## src/common/csr_pkg.sv

```systemverilog
package csr_pkg;

    // data word carried through the CSR path.
    typedef logic [31:0] xlen_word_t;

    // 12-bit CSR address from the instruction.
    typedef logic [11:0] csr_addr_t;

    typedef enum logic [2:0] {
        CSR_X = 3'd0, // none or squashed.
        CSR_R = 3'd1, // read only.
        CSR_W = 3'd2, // write.
        CSR_S = 3'd3, // set bits.
        CSR_C = 3'd4, // clear bits.
        CSR_E = 3'd5  // ecall.
    } csr_cmd_e;

    localparam csr_addr_t  MTVEC_ADDR  = 12'h305; // trap vector base.
    localparam csr_addr_t  MCAUSE_ADDR = 12'h342; // trap cause.
    localparam xlen_word_t ECALL_CAUSE = 32'd11;  // environment call from M-mode.

endpackage
```

## src/csr_unit_top.sv

```systemverilog
`timescale 1ns/100ps

module csr_unit_top #(
    parameter int unsigned         CSR_DEPTH   = 64,
    parameter csr_pkg::xlen_word_t MTVEC_RESET = 32'h0000_0100
) (
    input  logic                clk,
    input  logic                rst_n,
    input  logic                squash,
    input  logic                is_system,
    input  logic                is_ecall,
    input  logic [2:0]          funct3,
    input  logic [4:0]          rs1_idx,
    input  csr_pkg::xlen_word_t rs1_data,
    input  csr_pkg::csr_addr_t  csr_addr,
    output csr_pkg::xlen_word_t csr_rdata,
    output logic                rdata_valid,
    output csr_pkg::xlen_word_t trap_vector,
    output logic                redirect_valid,
    output csr_pkg::xlen_word_t redirect_pc
);
    import csr_pkg::*;

    csr_cmd_e   cmd;
    xlen_word_t op1;
    csr_addr_t  addr;
    logic       ecall_taken;
    logic       trap_flush;

    csr_cmd_decode u_decode (
        .is_system (is_system),
        .is_ecall  (is_ecall),
        .funct3    (funct3),
        .rs1_idx   (rs1_idx),
        .rs1_data  (rs1_data),
        .csr_addr  (csr_addr),
        .cmd       (cmd),
        .op1       (op1),
        .addr      (addr)
    );

    csr_stage #(
        .CSR_DEPTH   (CSR_DEPTH),
        .MTVEC_RESET (MTVEC_RESET)
    ) u_stage (
        .clk         (clk),
        .rst_n       (rst_n),
        .squash      (squash),
        .trap_flush  (trap_flush),
        .cmd         (cmd),
        .op1         (op1),
        .addr        (addr),
        .csr_rdata   (csr_rdata),
        .rdata_valid (rdata_valid),
        .trap_vector (trap_vector),
        .ecall_taken (ecall_taken)
    );

    trap_redirect u_redirect (
        .clk            (clk),
        .rst_n          (rst_n),
        .ecall_taken    (ecall_taken),
        .trap_vector    (trap_vector),
        .redirect_valid (redirect_valid),
        .redirect_pc    (redirect_pc),
        .trap_flush     (trap_flush)
    );

endmodule

```

## src/trap_redirect.sv

```systemverilog
`timescale 1ns/100ps

module trap_redirect (
    input  logic                clk,
    input  logic                rst_n,
    input  logic                ecall_taken,
    input  csr_pkg::xlen_word_t trap_vector,
    output logic                redirect_valid,
    output csr_pkg::xlen_word_t redirect_pc,
    output logic                trap_flush
);

    // one-cycle pulse in the cycle after the ecall is accepted.
    always_ff @(posedge clk or negedge rst_n) begin
        if (!rst_n) begin
            redirect_valid <= 1'b0;
        end else begin
            redirect_valid <= ecall_taken;
        end
    end

    // target follows mtvec as seen this cycle.
    assign redirect_pc = trap_vector;

    // kill the instruction in the ecall shadow.
    assign trap_flush = redirect_valid;

    a_single_pulse: assert property (
        @(posedge clk) disable iff (!rst_n)
        redirect_valid |=> !redirect_valid
    ) else $error("trap_redirect: redirect_valid high two cycles in a row.");

endmodule

```

## src/csr/csr_stage.sv

```systemverilog
`timescale 1ns/100ps

module csr_stage #(
    parameter int unsigned         CSR_DEPTH   = 64,
    parameter csr_pkg::xlen_word_t MTVEC_RESET = 32'h0000_0100
) (
    input  logic                clk,
    input  logic                rst_n,
    input  logic                squash,
    input  logic                trap_flush,
    input  csr_pkg::csr_cmd_e   cmd,
    input  csr_pkg::xlen_word_t op1,
    input  csr_pkg::csr_addr_t  addr,
    output csr_pkg::xlen_word_t csr_rdata,
    output logic                rdata_valid,
    output csr_pkg::xlen_word_t trap_vector,
    output logic                ecall_taken
);
    import csr_pkg::*;

    localparam int IDX_W = $clog2(CSR_DEPTH);

    typedef logic [IDX_W-1:0] csr_idx_t;

    localparam csr_idx_t MTVEC_IDX = csr_idx_t'(MTVEC_ADDR % CSR_DEPTH);

    xlen_word_t mem [CSR_DEPTH];

    logic       accept;
    csr_idx_t   idx;
    xlen_word_t rd_next;

    // second stage, the command waiting to commit.
    csr_cmd_e   save_cmd;
    csr_idx_t   save_idx;
    xlen_word_t save_op1;
    xlen_word_t wdata;
    logic       wr_en;

    assign idx         = addr[IDX_W-1:0]; // address modulo depth.
    assign accept      = (cmd != CSR_X) && !squash && !trap_flush;
    assign ecall_taken = accept && (cmd == CSR_E);

    // csr_rdata still holds the old value of the saved entry here.
    always_comb begin
        case (save_cmd)
            CSR_W:   wdata = save_op1;
            CSR_S:   wdata = csr_rdata | save_op1;
            CSR_C:   wdata = csr_rdata & ~save_op1;
            CSR_E:   wdata = ECALL_CAUSE;
            default: wdata = csr_rdata;
        endcase
    end

    assign wr_en = save_cmd inside {CSR_W, CSR_S, CSR_C, CSR_E};

    // forward the pending write to a read of the same entry.
    assign rd_next = (wr_en && (save_idx == idx)) ? wdata : mem[idx];

    always_ff @(posedge clk or negedge rst_n) begin
        if (!rst_n) begin
            rdata_valid <= 1'b0;
            save_cmd    <= CSR_X;
            csr_rdata   <= '0;
            trap_vector <= MTVEC_RESET;
        end else begin
            rdata_valid <= accept;
            save_cmd    <= accept ? cmd : CSR_X;
            if (accept) begin
                csr_rdata <= rd_next;
            end
            // track the commit so a new mtvec shows one cycle after the write.
            if (wr_en && (save_idx == MTVEC_IDX)) begin
                trap_vector <= wdata;
            end else begin
                trap_vector <= mem[MTVEC_IDX];
            end
        end
    end

    always_ff @(posedge clk) begin
        save_idx <= idx;
        save_op1 <= op1;
    end

    always_ff @(posedge clk or negedge rst_n) begin
        if (!rst_n) begin
            for (int i = 0; i < CSR_DEPTH; i++) begin
                mem[i] <= (i == int'(MTVEC_IDX)) ? MTVEC_RESET : '0;
            end
        end else if (wr_en) begin
            mem[save_idx] <= wdata; // commit at end of the second cycle.
        end
    end

    a_killed_no_write: assert property (
        @(posedge clk) disable iff (!rst_n)
        ((cmd != CSR_X) && (squash || trap_flush)) |=> !wr_en
    ) else $error("csr_stage: killed command reached the write port.");

    a_valid_has_cmd: assert property (
        @(posedge clk) disable iff (!rst_n)
        rdata_valid |-> (save_cmd != CSR_X)
    ) else $error("csr_stage: rdata_valid without a saved command.");

endmodule

```

## src/csr/csr_cmd_decode.sv

```systemverilog
`timescale 1ns/100ps

module csr_cmd_decode (
    input  logic                is_system,
    input  logic                is_ecall,
    input  logic [2:0]          funct3,
    input  logic [4:0]          rs1_idx,
    input  csr_pkg::xlen_word_t rs1_data,
    input  csr_pkg::csr_addr_t  csr_addr,
    output csr_pkg::csr_cmd_e   cmd,
    output csr_pkg::xlen_word_t op1,
    output csr_pkg::csr_addr_t  addr
);
    import csr_pkg::*;

    logic rs1_is_x0;

    assign rs1_is_x0 = (rs1_idx == 5'd0);

    // funct3[2] picks the immediate form, funct3[1:0] the operation.
    always_comb begin
        cmd  = CSR_X;
        op1  = '0;
        addr = csr_addr;
        if (is_ecall) begin
            cmd  = CSR_E;
            addr = MCAUSE_ADDR; // ecall always touches mcause.
        end else if (is_system) begin
            if (funct3[2]) begin
                op1 = xlen_word_t'(rs1_idx); // zero-extended uimm.
            end else begin
                op1 = rs1_data;
            end
            case (funct3[1:0])
                2'b01: begin
                    cmd = CSR_W;
                end
                2'b10: begin
                    cmd = rs1_is_x0 ? CSR_R : CSR_S; // x0 means no write.
                end
                2'b11: begin
                    cmd = rs1_is_x0 ? CSR_R : CSR_C;
                end
                default: begin
                    cmd = CSR_X;
                end
            endcase
        end
    end

    // the front end flags ecall apart from the CSR forms of SYSTEM.
    always_comb begin
        a_one_system_kind: assert final (!(is_system && is_ecall))
            else $error("csr_cmd_decode: is_system and is_ecall high together.");
    end

endmodule

```

## config.mk

```make
export PLATFORM = sky130hd
export DESIGN_NAME = csr_unit_top
export DESIGN_NICKNAME = d
export VERILOG_FILES = /design/src/common/csr_pkg.sv /design/src/csr_unit_top.sv /design/src/trap_redirect.sv /design/src/csr/csr_stage.sv /design/src/csr/csr_cmd_decode.sv
export SDC_FILE = /design/constraint.sdc
export NUM_CORES = 2
export LEC_CHECK = 0
export BUFFER_PORTS_ARGS = -buffer_cell sky130_fd_sc_hd__buf_2
export CORE_MARGIN = 1
export CORE_UTILIZATION = 50
export DETAILED_ROUTE_END_ITERATION = 8
export PLACE_DENSITY_LB_ADDON = 0.3
export SKIP_CTS_REPAIR_TIMING = 1
export SLEW_MARGIN = 15
export SYNTH_ARGS = -nofsm -noshare
export SYNTH_HDL_FRONTEND = slang
export SYNTH_SLANG_ARGS = --single-unit
```

## constraint.sdc

```tcl
create_clock -name clk -period 2.2 [get_ports clk]
set_input_delay 0.11 -clock clk [delete_from_list [all_inputs] [get_ports clk]]
set_output_delay 0.11 -clock clk [all_outputs]
set_load 0.05 [all_outputs]
```

## Word level (Yosys, flattened, before mapping)

Index checks and enable logic that the tools add are counted.

| storage, ports and cells | value |
|---|---|
| register bits after elaboration | 2,155 |
| input port bits | 57 |
| output and inout port bits | 98 |
| word-level logic and storage cells | 121 |

| cells by class | value |
|---|---|
| $lt $le $gt $ge | 3 |
| equal/unequal tests | 10 |
| muxes and demuxes | 17 |
| bitwise gates (word level) | 6 |
| reduce and logical (&&, ||, !) cells | 13 |

Operator list:

| cell | count |
|---|---|
| bitwise mux 2048 bit | 1 |
| binary-select mux 32 bit (select 6 bit) | 1 |
| demux 32 bit (select 6 bit) | 1 |
| 2-to-1 mux 32 bit | 5 |
| one-hot mux 32 bit (4 select lines) | 1 |
| AND 32 bit | 1 |
| inverter 32 bit | 1 |
| OR 32 bit | 1 |
| greater-or-equal comparator 7 bit (second input constant) | 2 |
| inverter 6 -> 7 bit | 2 |
| 2-to-1 mux 3 bit | 4 |
| == test 3 bit (second input constant) | 3 |
| one-hot mux 3 bit (3 select lines) | 1 |
| < comparator 7 x 1 -> 1 bit (second input constant) | 1 |
| == test 3 x 2 -> 1 bit (second input constant) | 2 |
| == test 6 x 3 -> 1 bit (second input constant) | 1 |
| == test 6 bit | 1 |
| logical AND 1 bit | 6 |
| 2-to-1 mux 6 bit | 1 |
| logical NOT 5 bit | 1 |
| 2-to-1 mux 5 bit | 1 |
| == test 2 bit (second input constant) | 2 |
| nonzero test 4 bit | 1 |
| nonzero test 3 bit | 1 |
| other kinds (6) | 7 |

## Logic depth before layout (Yosys ltp)

| depth | value |
|---|---|
| word-level depth | 9 |
| gate-level depth with buffers | 12 |
| gate-level depth less buffers | 8 |

## By module

From an unflattened synthesis, not the netlist that was laid out.

| unflattened totals | value |
|---|---|
| cells, all modules | 8,335 |
| area total of the unflattened synthesis | 92,939.1 um^2 |

Modules (own cells, without submodules):

| module | times used | cells an instance | area each (um^2) | seq. area each (um^2) |
|---|---|---|---|---|
| csr_stage | 1 | 8,237 | 92,219.7 | 53,714.0 |
| csr_cmd_decode | 1 | 64 | 446.7 | 0.0 |
| trap_redirect | 1 | 34 | 272.8 | 25.0 |

## Worst setup path after synthesis

Ideal clock, no wire load.

| timing path | value |
|---|---|
| path kind | register -> register |
| start | register u_stage.save_cmd[2] |
| end | register u_stage.mem[661] (netlist name) |
| setup time | 0.137 ns |
| data arrival time | 1.931 ns |
| required time | 2.063 ns |
| setup slack | 0.132 ns |
| stages on the path, launching flop included | 10 |
| path buffers | 3 |
| clock period less this slack | 2.068 ns |
| cells stage by stage | dfrtp_1 > buf_2 > nor2b_2 > buf_2 > nor2_1 > nor2_4 > nand3_4 > nor2_4 > clkbuf_1 > a21oi_1 |

| between the ends | value |
|---|---|
| word-level cells in the longest chain between the ends | 3 |
| elaborated cells between the ends (all ways) | 7 |
| classes of those cells | eq/ne: 4; mux: 2; reduce/logical: 1 |

Ends and longest elaborated chain:

| element | RTL line | source |
|---|---|---|
| start, declared | csr_stage.sv:34 | `csr_cmd_e save_cmd;` |
| start signal, assigned | csr_stage.sv:68 | `save_cmd <= accept ? cmd : CSR_X;` |
| == test 3 bit / == test 3 x 2 -> 1 bit (equally long branches) | csr_stage.sv:46, csr_stage.sv:55 |  |
| one-hot mux 32 bit (4 select lines) | csr_stage.sv:46 | `case (save_cmd)` |
| bitwise mux 2048 bit | csr_stage.sv:92 | `mem[save_idx] <= wdata;` |
| end signal, assigned by index | csr_stage.sv:89 | `mem[i] <= (i == int'(MTVEC_IDX)) ? MTVEC_RESET : '0;` |
| end signal, assigned by index | csr_stage.sv:92 |  |
| end, declared | csr_stage.sv:27 | `xlen_word_t mem [CSR_DEPTH];` |

Parallel ways exist; a longest one is shown, timed or not.
A chain may end at the register's enable or synchronous reset.

## Worst setup path after layout

| timing path | value |
|---|---|
| start | register u_stage.save_cmd[1] |
| end | register u_stage.trap_vector[15] |

| between the ends | value |
|---|---|
| word-level cells in the longest chain between the ends | 4 |
| elaborated cells between the ends (all ways) | 8 |
| classes of those cells | eq/ne: 4; mux: 2; reduce/logical: 2 |

Ends and longest elaborated chain:

| element | RTL line | source |
|---|---|---|
| == test 3 x 2 -> 1 bit / == test 3 bit (equally long branches) | csr_stage.sv:46, csr_stage.sv:55 |  |
| nonzero test 4 bit | csr_stage.sv:55 | `assign wr_en = save_cmd inside {CSR_W, CSR_S, CSR_C, CSR_E};` |
| logical AND 1 bit | csr_stage.sv:73 | `if (wr_en && (save_idx == MTVEC_IDX)) begin` |
| 2-to-1 mux 32 bit (*) | csr_stage.sv:73 |  |
| end signal, assigned | csr_stage.sv:74 | `trap_vector <= wdata;` |
| end signal, assigned | csr_stage.sv:76 | `trap_vector <= mem[MTVEC_IDX];` |
| end, declared | csr_stage.sv:16 | `output csr_pkg::xlen_word_t trap_vector,` |

Mark *: on every way between the ends. The rest lies on a longest branch, timed or not.

==> metrics.yaml <==
ys_seq_elements: 2155
worst_slew_pin_slew_ns: 1.177
relSlewSlack: 0.2144
drt_first_pass_iters: 7
fin_crit_sh: 1.020
final-hold-violation-count: 0
clkTransAtPathRegs_ns: 0.07
wl_met2_um: 148600
die_h_um: 439.0
start_util: 0.5027
wl_um: 329100
worstPathRequired_ns: 2.94
synth_edf_count: 0
power.leakage_nw: 52.73
final_antenna_net_count: 0
synthArstFlopShare: 0.9824
gp_congestion: 0.9412
final_area_mm2: 0.1151
cts_tree: "yes"
clock_latency_ns: 0.89
top_level_ports: 155
wl_per_cell_um: 25.41
worstSetupPathType: "reg -> reg"
overflow: 0
final_nets: 10310
grt_util_all_layers: 0.3298
clockRootBuffer: "clkbuf_16"
core_mm2: 0.1900
final_cell_mix: "dfrtp_1, o21ai_0, nand2_1, a21oi_1, nor2_1"
worst_clock_skew_ns: 0.05688
portBuffers: 148
drt-met1-wl_um: 125800
clock_sinks: 2155
wl_met3_um: 30830
drtIter0Drc: 9333
max_cap_violations: 0
yosysUniqueCellTypes: 67
cp-end-kind: "flip-flop"
top_layer_used: "met5"
postSynthCellCount: 9887
placed_cell_area_mm2: 0.1058
die_area_mm2: 0.1928
ys_seq_area_frac: 0.5627
final-setup-viol-count: 24
core.rowCount: 160
area_growth_pct: 20.57
die_x_um: 439.0
outcome: "complete, but fails checks"
whs_ns: 0.01315
violations: "setup timing"
final_common_cell: "dfrtp_1"
hold_path.class: "in -> reg"
cts_buffer_depth: 3
synthFlopType: "dfrtp_1"
synth.cell_area_mm2: 0.09550
grt_pass1_vias: 77330
grt_max_degree: 152
pre_cts_slack_ns: -0.8487
cts_buffers: 219
syn_area_per_cell_um2: 9.659
powerDensity_mw_per_mm2: 904.9
drc_errors: 0
antenna_found_initial: 14
ir_drop_v: 0.0008595
route.vias.total: 80150
grt_pass1_wl_um: 482500
drt-vias-per-instance: 6.189
cts-htree-levels: 4
fmax_ghz: 0.4456
syn-num-nets: 9944
hpwlAfterDp_um: 214400
path_max_fanout: 29
worstPathArrival_ns: 2.98
start_kind: "flip-flop"
fin_ws_ns: -0.04410
ys_warn_count: 0
layout-drive-gt1-share: 0.1626
fill_cells: 15070
slew_violations: 0
min_period_ns: 2.244
## cells in the mapped netlist, drive strengths merged (2+ instances only)
library cell	count	area share
dfrtp	2115	0.55
o21ai	1349	0.071
nand2	1284	0.050
a21oi	1251	0.066
nor2	1141	0.047
clkbuf	633	0.025
mux2i	518	0.054
buf	396	0.023
o22ai	159	0.010
a22oi	126	0.0099
o221ai	97	0.0089
inv	76	0.0030
a31oi	68	0.0045
nor2b	67	0.0044
mux4	65	0.015
a22o	64	0.0059
a211oi	62	0.0049
a222oi	62	0.0065
and2	60	0.0039
dfxtp	38	0.0080
a221oi	34	0.0031
a221o	33	0.0035
a211o	32	0.0029
a311oi	32	0.0029
a31o	31	0.0028
a32o	31	0.0032
nand2b	10	0.00068
nor3	8	0.00059
nor3b	7	0.00060
nand3b	6	0.00047
or3	4	0.00026
nand3	3	0.00029
a21o	2	0.00016
and3	2	0.00013
dfstp	2	0.00055
mux2	2	0.00024
or2	2	0.00013
or3b	2	0.00018
xnor2	2	0.00018
## sequential cells by signal (all words and copies together) (netlist names)
| signal | flops |
|---|---|
| u_stage.trap_vector | 32 |
| u_stage.save_cmd | 3 |
| u_stage.csr_rdata | 32 |
| u_stage.mem | 2048 |
| u_stage.save_op1 | 32 |
| u_stage.rdata_valid | 1 |
| u_stage.save_idx | 6 |
| u_redirect.redirect_valid | 1 |
## final timing paths
kind                                     start                      end  slack [ns]  depth (start not counted)
max                        u_stage.save_cmd[1]  u_stage.trap_vector[15]       -0.04                          7
min                                   is_ecall      u_stage.save_idx[5]        0.01                          4
max reg2reg                u_stage.save_cmd[1]  u_stage.trap_vector[15]       -0.04                          7
min reg2reg                  u_stage.mem[1900]        u_stage.mem[1900]        0.47                          2
max in group asynchronous                rst_n         u_stage.mem[253]        0.73                          5
min in group asynchronous                rst_n  u_stage.trap_vector[10]        0.25                          3
## stage by stage
| step | setup TNS, ns | power (mW) | instances | utilization |
|---|---|---|---|---|
| after floorplan | 0 | 55.40 | 9887 | - |
| after global placement | -16.69 | 64.14 | 12420 | 0.5570 |
| after detailed placement | -27.74 | 64.81 | 12420 | 0.5570 |
| after CTS | -26.59 | 103.5 | 12820 | 0.5968 |
| after global routing | -3.430 | 107.6 | 12950 | 0.6060 |
| final | -0.3068 | 104.2 | 12950 | 0.6061 |
## worst max-delay path: stages (launching register included)
cell,delay [ns]
dfrtp_2,0.46
nor2b_4,0.21
buf_12,0.15
buf_6,0.36
a22oi_2,0.19
buf_12,0.21
buf_4,0.16
o21ai_0,0.32
## cell type report
cell class / instances / area [µm²] / share of cell area
Sequential cell: 2155 / 53740 / 0.4667
Multi-Input combinational cell: 6627 / 37460 / 0.3253
Clock buffer: 313 / 6395 / 0.05554
Timing Repair Buffer: 1175 / 12930 / 0.1123
Inverter: 76 / 296.5 / 0.002575
Tap cell: 2511 / 3142 / 0.02729
Clock inverter: 90 / 1170 / 0.01016
Antenna cell: 4 / 10.01 / 0.00008693
## per-layer routing
layer  global-route usage  vias to the layer above
li1                     -                    35220
met1               0.4243                    39910
met2               0.5093                     4018
met3              0.07192                      991
met4               0.2041                       20
met5                    0                        -
## power breakdown
group          total [mW]  internal (mW)  leakage [nW]  switching [mW]
logic                19.0           7.18          20.0            11.9
clock network        39.0           22.6          3.75            16.4
registers            46.2           43.6          29.0            2.59
## logic make-up (layout without fill, tap and decap cells)
| group | count (synthesis) | count (layout) | share of synthesized area |
|---|---|---|---|
| DFF | 2155 | 2155 | 0.5627 |
| other | 0 | 4 | 0 |
| AOI/OAI and AO/OA | 3441 | 3441 | 0.2066 |
| xor gates and xnor gates | 3 | 3 | 0.0002752 |
| buffers and inverters | 1105 | 1654 | 0.05115 |
| and+or+nand+nor | 2598 | 2598 | 0.1094 |
| muxes | 585 | 585 | 0.06986 |
No activity file was read; power rests on OpenSTA's default activity.
